**src/hdl/dmi_pkg.sv**
```systemverilog
`default_nettype none

package dmi_pkg;

    localparam int DMI_ABITS     = 10;
    localparam int DMI_DATA_BITS = 32;
    localparam int DMI_OP_BITS   = 2;
    localparam int DMI_WIDTH     = DMI_ABITS + DMI_DATA_BITS + DMI_OP_BITS;

    typedef logic [DMI_ABITS-1:0]     dmi_addr_t;
    typedef logic [DMI_DATA_BITS-1:0] dmi_data_t;
    typedef logic [DMI_OP_BITS-1:0]   dmi_op_t;
    typedef logic [DMI_WIDTH-1:0]     dmi_t;

    // field offsets, op sits at the LSB end and is shifted in first
    localparam int DMI_OP_LSB   = 0;
    localparam int DMI_DATA_LSB = DMI_OP_LSB + DMI_OP_BITS;
    localparam int DMI_ADDR_LSB = DMI_DATA_LSB + DMI_DATA_BITS;

    localparam dmi_op_t DMI_OP_NOP      = 2'd0;
    localparam dmi_op_t DMI_OP_READ     = 2'd1;
    localparam dmi_op_t DMI_OP_WRITE    = 2'd2;
    localparam dmi_op_t DMI_OP_RESERVED = 2'd3;

endpackage

`default_nettype wire

```
**src/hdl/jtag_pkg.sv**
```systemverilog
`default_nettype none

package jtag_pkg;

    // IEEE 1149.1 controller states, encoded 0..15
    typedef enum logic [3:0] {
        TEST_LOGIC_RESET,
        RUN_TEST_IDLE,
        SELECT_DR_SCAN,
        CAPTURE_DR,
        SHIFT_DR,
        EXIT1_DR,
        PAUSE_DR,
        EXIT2_DR,
        UPDATE_DR,
        SELECT_IR_SCAN,
        CAPTURE_IR,
        SHIFT_IR,
        EXIT1_IR,
        PAUSE_IR,
        EXIT2_IR,
        UPDATE_IR
    } tap_state_t;

    // riscv debug spec asks for at least 5 IR bits
    localparam int IR_WIDTH = 5;
    typedef logic [IR_WIDTH-1:0] ir_t;

    localparam ir_t IR_IDCODE = 5'h01;
    localparam ir_t IR_DMI    = 5'h11;
    localparam ir_t IR_BYPASS = 5'h1f;

    typedef logic [31:0] idcode_t;

endpackage

`default_nettype wire
```
**src/hdl/jtag_dtm_top.sv**
```systemverilog
`timescale 1ns/1ps
`default_nettype none

module jtag_dtm_top #(
    parameter jtag_pkg::idcode_t IDCODE      = 32'h12345678,
    parameter int                SYNC_STAGES = 2
) (
    input  wire                 clk,
    input  wire                 rst_n,
    input  wire                 jtag_clk,
    input  wire                 jtag_tms,
    input  wire                 jtag_tdi,
    output logic                jtag_tdo,
    output logic                start_read,
    output logic                start_write,
    output dmi_pkg::dmi_addr_t  dmi_addr,
    output dmi_pkg::dmi_data_t  dmi_wdata
);

    logic tck_rise;
    logic tck_fall;
    logic tms;
    logic tdi;

    logic capture_dr;
    logic shift_dr;
    logic update_dr;
    logic capture_ir;
    logic shift_ir;
    logic update_ir;
    logic in_reset;

    jtag_pkg::ir_t ir;
    logic          ir_tdo;
    logic          dr_tdo;
    logic          dmi_update;
    dmi_pkg::dmi_t dmi_value;

    // pins into the clk domain
    tck_edge_detect #(
        .SYNC_STAGES (SYNC_STAGES)
    ) i_tck_edge_detect (
        .clk      (clk),
        .rst_n    (rst_n),
        .jtag_clk (jtag_clk),
        .jtag_tms (jtag_tms),
        .jtag_tdi (jtag_tdi),
        .tck_rise (tck_rise),
        .tck_fall (tck_fall),
        .tms      (tms),
        .tdi      (tdi)
    );

    tap_controller i_tap_controller (
        .clk        (clk),
        .rst_n      (rst_n),
        .tck_rise   (tck_rise),
        .tck_fall   (tck_fall),
        .tms        (tms),
        .ir_tdo     (ir_tdo),
        .dr_tdo     (dr_tdo),
        .capture_dr (capture_dr),
        .shift_dr   (shift_dr),
        .update_dr  (update_dr),
        .capture_ir (capture_ir),
        .shift_ir   (shift_ir),
        .update_ir  (update_ir),
        .in_reset   (in_reset),
        .jtag_tdo   (jtag_tdo)
    );

    ir_register i_ir_register (
        .clk        (clk),
        .rst_n      (rst_n),
        .capture_ir (capture_ir),
        .shift_ir   (shift_ir),
        .update_ir  (update_ir),
        .in_reset   (in_reset),
        .tdi        (tdi),
        .ir         (ir),
        .ir_tdo     (ir_tdo)
    );

    dtm_data_registers #(
        .IDCODE (IDCODE)
    ) i_dtm_data_registers (
        .clk        (clk),
        .rst_n      (rst_n),
        .capture_dr (capture_dr),
        .shift_dr   (shift_dr),
        .update_dr  (update_dr),
        .tdi        (tdi),
        .ir         (ir),
        .dr_tdo     (dr_tdo),
        .dmi_update (dmi_update),
        .dmi_value  (dmi_value)
    );

    // DMI update to request pulses
    dmi_request i_dmi_request (
        .clk         (clk),
        .rst_n       (rst_n),
        .dmi_update  (dmi_update),
        .dmi_value   (dmi_value),
        .dmi_addr    (dmi_addr),
        .dmi_wdata   (dmi_wdata),
        .start_read  (start_read),
        .start_write (start_write)
    );

endmodule

`default_nettype wire

```
**src/hdl/dmi_request.sv**
```systemverilog
`timescale 1ns/1ps
`default_nettype none

module dmi_request (
    input  wire                 clk,
    input  wire                 rst_n,
    input  wire                 dmi_update,
    input  dmi_pkg::dmi_t       dmi_value,
    output dmi_pkg::dmi_addr_t  dmi_addr,
    output dmi_pkg::dmi_data_t  dmi_wdata,
    output logic                start_read,
    output logic                start_write
);

    dmi_pkg::dmi_op_t op;

    assign op = dmi_value[dmi_pkg::DMI_OP_LSB +: dmi_pkg::DMI_OP_BITS];

    // fields follow every update, whatever the op
    always_ff @(posedge clk)
    begin
        if (dmi_update)
        begin
            dmi_addr  <= dmi_value[dmi_pkg::DMI_ADDR_LSB +: dmi_pkg::DMI_ABITS];
            dmi_wdata <= dmi_value[dmi_pkg::DMI_DATA_LSB +: dmi_pkg::DMI_DATA_BITS];
        end
    end

    // one-cycle start pulses
    always_ff @(posedge clk)
    begin
        if (!rst_n)
        begin
            start_read  <= 1'b0;
            start_write <= 1'b0;
        end
        else
        begin
            start_read  <= 1'b0;
            start_write <= 1'b0;
            if (dmi_update)
            begin
                case (op)
                    dmi_pkg::DMI_OP_READ:  start_read <= 1'b1;
                    dmi_pkg::DMI_OP_WRITE: start_write <= 1'b1;
                    // nop and reserved only move the fields
                    dmi_pkg::DMI_OP_NOP, dmi_pkg::DMI_OP_RESERVED: ;
                endcase
            end
        end
    end

endmodule

`default_nettype wire

```
**src/hdl/dtm_data_registers.sv**
```systemverilog
`timescale 1ns/1ps
`default_nettype none

module dtm_data_registers #(
    parameter jtag_pkg::idcode_t IDCODE = 32'h12345678
) (
    input  wire            clk,
    input  wire            rst_n,
    input  wire            capture_dr,
    input  wire            shift_dr,
    input  wire            update_dr,
    input  wire            tdi,
    input  jtag_pkg::ir_t  ir,
    output logic           dr_tdo,
    output logic           dmi_update,
    output dmi_pkg::dmi_t  dmi_value
);

    jtag_pkg::idcode_t idcode_shift;
    logic              bypass_reg;
    dmi_pkg::dmi_t     dmi_shift;
    logic              sel_idcode;
    logic              sel_dmi;

    // anything that is not IDCODE or DMI goes through bypass
    always_comb
    begin
        sel_idcode = 1'b0;
        sel_dmi    = 1'b0;
        case (ir)
            jtag_pkg::IR_IDCODE: sel_idcode = 1'b1;
            jtag_pkg::IR_DMI:    sel_dmi = 1'b1;
            default:             ;
        endcase
    end

    // scan chains, only the selected one moves
    always_ff @(posedge clk)
    begin
        if (capture_dr)
        begin
            if (sel_idcode)
            begin
                idcode_shift <= IDCODE;
            end
            else if (sel_dmi)
            begin
                dmi_shift <= dmi_value;
            end
            else
            begin
                bypass_reg <= 1'b0;
            end
        end
        else if (shift_dr)
        begin
            if (sel_idcode)
            begin
                idcode_shift <= {tdi, idcode_shift[$bits(idcode_shift)-1:1]};
            end
            else if (sel_dmi)
            begin
                dmi_shift <= {tdi, dmi_shift[dmi_pkg::DMI_WIDTH-1:1]};
            end
            else
            begin
                bypass_reg <= tdi;
            end
        end
    end

    // dmi hold register, read back by the next capture
    always_ff @(posedge clk)
    begin
        if (!rst_n)
        begin
            dmi_value  <= '0;
            dmi_update <= 1'b0;
        end
        else
        begin
            dmi_update <= update_dr && sel_dmi;
            if (update_dr && sel_dmi)
            begin
                dmi_value <= dmi_shift;
            end
        end
    end

    assign dr_tdo = sel_dmi ? dmi_shift[0] : (sel_idcode ? idcode_shift[0] : bypass_reg);

endmodule

`default_nettype wire

```
**src/hdl/ir_register.sv**
```systemverilog
`timescale 1ns/1ps
`default_nettype none

module ir_register (
    input  wire            clk,
    input  wire            rst_n,
    input  wire            capture_ir,
    input  wire            shift_ir,
    input  wire            update_ir,
    input  wire            in_reset,
    input  wire            tdi,
    output jtag_pkg::ir_t  ir,
    output logic           ir_tdo
);

    jtag_pkg::ir_t ir_shift;

    // shift chain, capture loads the instruction currently held
    always_ff @(posedge clk)
    begin
        if (capture_ir)
        begin
            ir_shift <= ir;
        end
        else if (shift_ir)
        begin
            ir_shift <= {tdi, ir_shift[jtag_pkg::IR_WIDTH-1:1]};
        end
    end

    // held instruction
    always_ff @(posedge clk)
    begin
        if (!rst_n)
        begin
            ir <= jtag_pkg::IR_IDCODE;
        end
        else if (in_reset)
        begin
            // TEST_LOGIC_RESET always selects IDCODE
            ir <= jtag_pkg::IR_IDCODE;
        end
        else if (update_ir)
        begin
            ir <= ir_shift;
        end
    end

    assign ir_tdo = ir_shift[0];

endmodule

`default_nettype wire

```
**src/hdl/tap_controller.sv**
```systemverilog
`timescale 1ns/1ps
`default_nettype none

module tap_controller (
    input  wire  clk,
    input  wire  rst_n,
    input  wire  tck_rise,
    input  wire  tck_fall,
    input  wire  tms,
    input  wire  ir_tdo,
    input  wire  dr_tdo,
    output logic capture_dr,
    output logic shift_dr,
    output logic update_dr,
    output logic capture_ir,
    output logic shift_ir,
    output logic update_ir,
    output logic in_reset,
    output logic jtag_tdo
);

    jtag_pkg::tap_state_t state;
    jtag_pkg::tap_state_t state_next;

    // standard 1149.1 transitions, tms decides every step
    always_comb
    begin
        case (state)
            jtag_pkg::TEST_LOGIC_RESET:
                state_next = tms ? jtag_pkg::TEST_LOGIC_RESET : jtag_pkg::RUN_TEST_IDLE;
            jtag_pkg::RUN_TEST_IDLE:
                state_next = tms ? jtag_pkg::SELECT_DR_SCAN : jtag_pkg::RUN_TEST_IDLE;
            jtag_pkg::SELECT_DR_SCAN:
                state_next = tms ? jtag_pkg::SELECT_IR_SCAN : jtag_pkg::CAPTURE_DR;
            jtag_pkg::CAPTURE_DR:
                state_next = tms ? jtag_pkg::EXIT1_DR : jtag_pkg::SHIFT_DR;
            jtag_pkg::SHIFT_DR:
                state_next = tms ? jtag_pkg::EXIT1_DR : jtag_pkg::SHIFT_DR;
            jtag_pkg::EXIT1_DR:
                state_next = tms ? jtag_pkg::UPDATE_DR : jtag_pkg::PAUSE_DR;
            jtag_pkg::PAUSE_DR:
                state_next = tms ? jtag_pkg::EXIT2_DR : jtag_pkg::PAUSE_DR;
            jtag_pkg::EXIT2_DR:
                state_next = tms ? jtag_pkg::UPDATE_DR : jtag_pkg::SHIFT_DR;
            jtag_pkg::UPDATE_DR:
                state_next = tms ? jtag_pkg::SELECT_DR_SCAN : jtag_pkg::RUN_TEST_IDLE;
            // tms high here is the last step of the five-edge reset
            jtag_pkg::SELECT_IR_SCAN:
                state_next = tms ? jtag_pkg::TEST_LOGIC_RESET : jtag_pkg::CAPTURE_IR;
            jtag_pkg::CAPTURE_IR:
                state_next = tms ? jtag_pkg::EXIT1_IR : jtag_pkg::SHIFT_IR;
            jtag_pkg::SHIFT_IR:
                state_next = tms ? jtag_pkg::EXIT1_IR : jtag_pkg::SHIFT_IR;
            jtag_pkg::EXIT1_IR:
                state_next = tms ? jtag_pkg::UPDATE_IR : jtag_pkg::PAUSE_IR;
            jtag_pkg::PAUSE_IR:
                state_next = tms ? jtag_pkg::EXIT2_IR : jtag_pkg::PAUSE_IR;
            jtag_pkg::EXIT2_IR:
                state_next = tms ? jtag_pkg::UPDATE_IR : jtag_pkg::SHIFT_IR;
            jtag_pkg::UPDATE_IR:
                state_next = tms ? jtag_pkg::SELECT_DR_SCAN : jtag_pkg::RUN_TEST_IDLE;
            default:
                state_next = jtag_pkg::TEST_LOGIC_RESET;
        endcase
    end

    // advance only on a rising jtag_clk edge
    always_ff @(posedge clk)
    begin
        if (!rst_n)
        begin
            state <= jtag_pkg::TEST_LOGIC_RESET;
        end
        else if (tck_rise)
        begin
            state <= state_next;
        end
    end

    // strobes fire on the rising edge that leaves the named state
    assign capture_dr = tck_rise && (state == jtag_pkg::CAPTURE_DR);
    assign shift_dr   = tck_rise && (state == jtag_pkg::SHIFT_DR);
    assign update_dr  = tck_rise && (state == jtag_pkg::UPDATE_DR);
    assign capture_ir = tck_rise && (state == jtag_pkg::CAPTURE_IR);
    assign shift_ir   = tck_rise && (state == jtag_pkg::SHIFT_IR);
    assign update_ir  = tck_rise && (state == jtag_pkg::UPDATE_IR);
    assign in_reset   = (state == jtag_pkg::TEST_LOGIC_RESET);

    // tdo launched on the falling edge, held outside the shift states
    always_ff @(posedge clk)
    begin
        if (!rst_n)
        begin
            jtag_tdo <= 1'b0;
        end
        else if (tck_fall)
        begin
            if (state == jtag_pkg::SHIFT_IR)
            begin
                jtag_tdo <= ir_tdo;
            end
            else if (state == jtag_pkg::SHIFT_DR)
            begin
                jtag_tdo <= dr_tdo;
            end
        end
    end

endmodule

`default_nettype wire

```
**src/hdl/tck_edge_detect.sv**
```systemverilog
`timescale 1ns/1ps
`default_nettype none

module tck_edge_detect #(
    // at least 2 stages
    parameter int SYNC_STAGES = 2
) (
    input  wire  clk,
    input  wire  rst_n,
    input  wire  jtag_clk,
    input  wire  jtag_tms,
    input  wire  jtag_tdi,
    output logic tck_rise,
    output logic tck_fall,
    output logic tms,
    output logic tdi
);

    // pins enter at bit 0, synchronized value at the MSB
    logic [SYNC_STAGES-1:0] tck_sync;
    logic [SYNC_STAGES-1:0] tms_sync;
    logic [SYNC_STAGES-1:0] tdi_sync;
    logic                   tck_prev;

    always_ff @(posedge clk)
    begin
        if (!rst_n)
        begin
            tck_sync <= '0;
            tms_sync <= '0;
            tdi_sync <= '0;
            tck_prev <= 1'b0;
        end
        else
        begin
            tck_sync <= {tck_sync[SYNC_STAGES-2:0], jtag_clk};
            tms_sync <= {tms_sync[SYNC_STAGES-2:0], jtag_tms};
            tdi_sync <= {tdi_sync[SYNC_STAGES-2:0], jtag_tdi};
            tck_prev <= tck_sync[SYNC_STAGES-1];
        end
    end

    // same depth on all three, so tms/tdi line up with the pulses
    assign tck_rise = tck_sync[SYNC_STAGES-1] & ~tck_prev;
    assign tck_fall = ~tck_sync[SYNC_STAGES-1] & tck_prev;
    assign tms      = tms_sync[SYNC_STAGES-1];
    assign tdi      = tdi_sync[SYNC_STAGES-1];

endmodule

`default_nettype wire

```
**config.mk**
```make
export PLATFORM = sky130hd
export DESIGN_NAME = jtag_dtm_top
export DESIGN_NICKNAME = d
export VERILOG_FILES = /design/src/hdl/dmi_pkg.sv /design/src/hdl/jtag_pkg.sv /design/src/hdl/jtag_dtm_top.sv /design/src/hdl/dmi_request.sv /design/src/hdl/dtm_data_registers.sv /design/src/hdl/ir_register.sv /design/src/hdl/tap_controller.sv /design/src/hdl/tck_edge_detect.sv
export SDC_FILE = /design/constraint.sdc
export NUM_CORES = 1
export LEC_CHECK = 0
export BUFFER_PORTS_ARGS = -buffer_cell sky130_fd_sc_hd__buf_2
export CAP_MARGIN = 20
export CORE_ASPECT_RATIO = 2
export CORE_MARGIN = 4
export CORE_UTILIZATION = 54
export CTS_CLUSTER_DIAMETER = 50
export CTS_CLUSTER_SIZE = 20
export DETAILED_ROUTE_END_ITERATION = 10
export PLACE_DENSITY = 0.73
export SETUP_SLACK_MARGIN = 0.15
export SKIP_CTS_REPAIR_TIMING = 1
export SLEW_MARGIN = 25
export SYNTH_ARGS = -nofsm -noshare
export SYNTH_HDL_FRONTEND = slang
export SYNTH_SLANG_ARGS = --single-unit
```
**constraint.sdc**
```tcl
create_clock -name clk -period 5.5 [get_ports clk]
set_clock_uncertainty 0.1 [all_clocks]
set_input_delay 1.1 -clock clk [delete_from_list [all_inputs] [get_ports clk]]
set_output_delay 1.1 -clock clk [all_outputs]
set_load 0.02 [all_outputs]
```
**Yosys cells after proc, flatten, opt, wreduce, memory -nomap -nowiden**

Index checks and enable logic that the tools add are counted.

- Multipliers: 0
- Bitwise operators: 7
- Muxes and demuxes: 39
- Shift operators: 0
- Order comparisons: 0
- Add/sub/neg operators: 0
- Reductions and logical operators: 20
- Div/mod/pow operators: 0
- Equality and inequality tests: 19

Operator list:

| operator | count |
|---|---|
| 2-to-1 mux 44 bit | 6 |
| 2-to-1 mux 32 bit | 4 |
| case mux 4 bit (12 select lines) | 1 |
| equality test 4 bit (second input constant) | 8 |
| 2-to-1 mux 1 bit | 17 |
| equality test 4 x 3 -> 1 bit (second input constant) | 4 |
| 2-to-1 mux 4 bit | 4 |
| 2-to-1 mux 5 bit | 2 |
| equality test 4 x 2 -> 1 bit (second input constant) | 2 |
| logical AND 1 bit | 7 |
| 2-to-1 mux 2 bit | 3 |
| 2-to-1 mux 3 bit | 2 |
| AND reduction 2 bit | 3 |
| AND reduction 3 bit | 2 |
| nonzero test 2 bit | 3 |
| OR reduction 2 bit | 3 |
| equality test 5 x 1 -> 1 bit (second input constant) | 1 |
| equality test 5 bit (second input constant) | 1 |
| NOT 1 bit | 5 |
| equality test 4 x 1 -> 1 bit (second input constant) | 1 |
| zero test 4 bit | 1 |
| OR reduction 3 bit | 1 |
| bitwise AND 1 bit | 2 |
| equality test 2 x 1 -> 1 bit (second input constant) | 1 |
| equality test 2 bit (second input constant) | 1 |

- Output and inout bits: 45
- Memories: 0
- Memory bits (read-only): 0
- Bits in writable memories: 0
- Bits in latches: 0
- Logic and storage cells: 102
- Input bits: 5
- Flip-flop bits (word level): 188

**Longest topological paths before layout**

- Depth after elaboration: 6
- Mapped depth: 7

**Hierarchy**

A second synthesis with hierarchy kept.

- Cells, all modules: 523
- Area, all modules: 7353.3 um2

Modules (own cells, without submodules):

| module | area each (um2) | cells each | times used | sequential area each (um2) |
|---|---|---|---|---|
| dtm_data_registers | 4938.5 | 366 | 1 | 3213.1 |
| dmi_request | 1321.3 | 46 | 1 | 1301.2 |
| tap_controller | 493.0 | 67 | 1 | 100.1 |
| ir_register | 404.1 | 28 | 1 | 250.2 |
| tck_edge_detect | 196.4 | 16 | 1 | 140.1 |

**Least setup slack after synthesis**

Ideal clock, no wire load.

- Path kind: register -> register
- Start: register i_tap_controller.state[2]
- End: register i_dtm_data_registers.idcode_shift[0], enable pin
- Data arrival time: 2.602 ns
- Setup slack: 2.377 ns
- Path buffers: 1
- Setup time: 0.421 ns
- Stages on the path, launching flop included: 6
- Cells stage by stage: dfxtp_1 buf_6 or3b_2 a211oi_1 nand2_1 nor2_1

- Longest elaborated chain between the ends: 4

Ends and longest elaborated chain:

| element | RTL line | source |
|---|---|---|
| start, declared | tap_controller.sv:22 | `jtag_pkg::tap_state_t state;` |
| start signal, assigned | tap_controller.sv:72 | `state <= jtag_pkg::TEST_LOGIC_RESET;` |
| start signal, assigned | tap_controller.sv:76 | `state <= state_next;` |
| equality test 4 x 2 -> 1 bit or equality test 4 x 3 -> 1 bit (tied branches) | tap_controller.sv:81, tap_controller.sv:82 |  |
| logical AND 1 bit (on tied branches) | tap_controller.sv:81, tap_controller.sv:82 |  |
| nonzero test 2 bit (no line) (*) | -- |  |
| AND reduction 2 bit (no line) (*) | -- |  |
| end signal, assigned | dtm_data_registers.sv:59 | `idcode_shift <= {tdi, idcode_shift[$bits(idcode_shift)-1:1]};` |
| end, declared | dtm_data_registers.sv:19 | `jtag_pkg::idcode_t idcode_shift;` |

Mark *: on every way between the ends. The rest lies on a longest branch, timed or not.
A chain may end at the register's enable or synchronous reset.

**Worst setup path after layout**

- Start: register i_tap_controller.state[2]
- End: register i_dtm_data_registers.dmi_shift[34] (data pin)

- Longest elaborated chain between the ends: 3

Ends and longest elaborated chain:

| element | RTL line | source |
|---|---|---|
| equality test 4 x 2 -> 1 bit | tap_controller.sv:81 | `assign capture_dr = tck_rise && (state == jtag_pkg::CAPTURE_DR);` |
| logical AND 1 bit | tap_controller.sv:81 |  |
| 2-to-1 mux 44 bit | dtm_data_registers.sv:40 | `if (capture_dr)` |
| end signal, assigned | dtm_data_registers.sv:48 | `dmi_shift <= dmi_value;` |
| end signal, assigned | dtm_data_registers.sv:63 | `dmi_shift <= {tdi, dmi_shift[dmi_pkg::DMI_WIDTH-1:1]};` |
| end, declared | dtm_data_registers.sv:21 | `dmi_pkg::dmi_t dmi_shift;` |

No other way between the ends.

==> flow_summary.toml <==
[detailed_routing]
drt_wl_total_um = 11900
drtPass1Iterations = 4
drc = 0
routed_via_density = 5.54
drt-initial-drc-count = 230
ant_nets = 0
wire_per_inst_um = 16.3
vias = 4045

[worst_setup_path]
reg2reg_slack_ns = 2.57
worstPathMaxFanout = 41
end_kind = "flip-flop"
worstPathCellList = "nand3b_4 -> or3_2 -> buf_4 -> mux2_2"
crit-reg2reg-launch = "i_tap_controller.state[2]"
reg2regPathDepth = 4
worstPathArrival_ns = 3.00
worstPathRequired_ns = 5.57
cp-start-kind = "flip-flop"
slowest_delay_ns = 0.71
worstSetupPathType = "reg2reg"
cp_slowest_cell = "or3_2"
r2r_end = "i_dtm_data_registers.dmi_shift[34]"

[sta]
relSlewSlack = 0.411
hold_viol_final = 0
rsz0062_at_grt = "no"
finalMaxSlewViolations = 0
period_share = 0.533
worst_slew_pin_slew_ns = 0.883
fmax_mhz = 341
timing.setup.tns_ns = 0
whs_ns = 0.338
fin_crit_ns = 2.93
setup_viol_count_final = 0

[cts]
cts.path.max_buffers = 2
clock_sinks = 188
cts_tree = "yes"
htree_levels = 4
cts_root_buf = "clkbuf_16"
clock_latency_ns = 0.41
cts_inserted_buffers = 17
cts.clk_slew.worst_paths_ns = 0.07

[yosys]
synthCells = 524
synth.net_count = 529
synth_top_area_frac = 0.527
ys_seq_elements = 188
synthArstFlopShare = 0
netlist_top_cells_area = "edfxtp_1, dfxtp_1, mux2_2"
syn_area_um2 = 7070
synth_enable_flop_cells = 124
syn_avg_cell_area_um2 = 13.5
synth-main-ff-cell = "edfxtp_1"
synth-warning-count = 0
synth_top_area_cell = "edfxtp_1"
yosysSeqAreaShare = 0.708
synthDistinctLibCells = 47

[power_and_ir_drop]
switchingPower_uw = 549
switching_share = 0.207
combPwrFrac = 0.007
ir_drop_mv = 0.307
p_seq_frac = 0.561
p_leak_nw = 2.78
p_int_mw = 2.11
power_density_nw_per_um2 = 333
clkPwrFrac = 0.432

[cells_and_area]
multiInputGateArea_um2 = 1900
seqCellArea_um2 = 5010
largestRegisters = "i_dtm_data_registers.dmi_shift: 44 flops, i_dtm_data_registers.dmi_value: 44 flops"
postLayoutCellArea_um2 = 7980
area_growth_pct = 12.9
drive_above_1_share = 0.247
nets = 572
nFillCells = 929
num_antenna_cells = 0

[outcome]
status = "completed"

[die]
top_level_ports = 50
die_x_um = 88.9
die-area_um2 = 15100
core_um2 = 12700
fp-row-count = 58
die_y_um = 170
start_util = 0.557

[global_routing]
grt_pass1_vias = 3969
antenna_found_initial = 0
grt_pass1_wl_um = 19600
gr-total-overflow = 0
grt_max_degree = 48
grt_usage = 0.167

[placed_design]
post_dp_cell_area_um2 = 7400
dp_hpwl_um = 7180
gp_congestion = 0.799
numPortBuffers = 49

[min_path]
hold_path_class = "reg2reg"
worstHoldStart = "i_tck_edge_detect.tdi_sync[0]"
min_to = "i_tck_edge_detect.tdi_sync[1]"
hold_path_depth = 1

[run]
cap_violations = 0
-- power groups by stage --
stage,clock network (mW),logic [mW],registers (mW)
finish,1.15,0.0179,1.49
detailed placement,0,0.0177,1.52
CTS,1.17,0.0180,1.49
global placement,0,0.0172,1.52
global route,1.23,0.0199,1.49
floorplan,0,0.0134,1.52
-- cells in the mapped netlist (all sizes together) (3+ instances only) --
cell type  number
a21oi          52
edfxtp        124
o21ai           9
nand3b          3
buf            12
dfxtp          64
inv             6
nand2          98
nor2            9
mux2           50
clkbuf         19
nand2b         15
and2           26
-- through the flow --
stage               cells  utilization  worst slack [ns]  power (mW)
finish                730        0.629              2.57        2.66
global placement      697        0.583              2.62        1.54
detailed placement    697        0.583              2.57        1.54
CTS                   729        0.627              2.55        2.68
global route          730        0.629              2.40        2.74
floorplan             524            -              2.38        1.54
-- layer usage --
| layer | share of wire | routed length [µm] | track usage | vias up |
|---|---|---|---|---|
| li1 | - | - | - | 1952 |
| met1 | 0.41 | 4860 | 0.214 | 1970 |
| met2 | 0.53 | 6340 | 0.276 | 106 |
| met3 | 0.039 | 460 | 0.0344 | 17 |
| met4 | 0.017 | 203 | 0.0618 | 0 |
| met5 | 0 | 0 | 0 | - |
-- worst max-delay path: cells and delay by family (launching register included) --
family,cells,cell delay (ns)
flops,1,0.70
buf+inv,1,0.50
mux,1,0.38
simple gates,2,0.98
-- cells by family after synthesis --
family	share of synthesized area
muxes	0.0853
xor gates and xnor gates	0.00124
and+or+nand+nor	0.119
DFF	0.708
AOI/OAI and AO/OA	0.0628
buffers and inverters	0.0242
-- final cells by class --
cell class	count	share of cell area
clock buffers	20	0.0572
clock inverters	12	0.0132
inverters	6	0.00282
multi-input cells	299	0.238
flip-flops and latches	188	0.627
well taps	150	0.0235
repair buffers	55	0.0379
-- worst max-delay path by stage --
| stage | depth (start not counted) | end | startpoint |
|---|---|---|---|
| floorplan | 5 | i_dtm_data_registers.idcode_shift[0] | i_tap_controller.state[2] |
| global placement | 3 | i_dtm_data_registers.dmi_shift[29] | i_tap_controller.state[2] |
| detailed placement | 3 | i_dtm_data_registers.dmi_shift[30] | i_tap_controller.state[2] |
| CTS | 3 | i_dtm_data_registers.dmi_shift[39] | i_tap_controller.state[2] |
| global route | 4 | i_dtm_data_registers.dmi_shift[43] | i_tap_controller.state[2] |
| finish | 4 | i_dtm_data_registers.dmi_shift[34] | i_tap_controller.state[2] |
-- cells in the final DEF (no fill, tap or decap), types with 5 or more instances in the layout --
cell / count
buf_4: 5
dfxtp_1: 63
nand2_1: 98
mux2_2: 42
clkbuf_16: 17
nand2b_1: 15
inv_1: 6
a21oi_1: 52
inv_6: 6
o21ai_0: 9
nor2_1: 8
mux2_4: 8
and2_1: 26
edfxtp_1: 124
buf_2: 49
(Power assumes the default switching activity.)
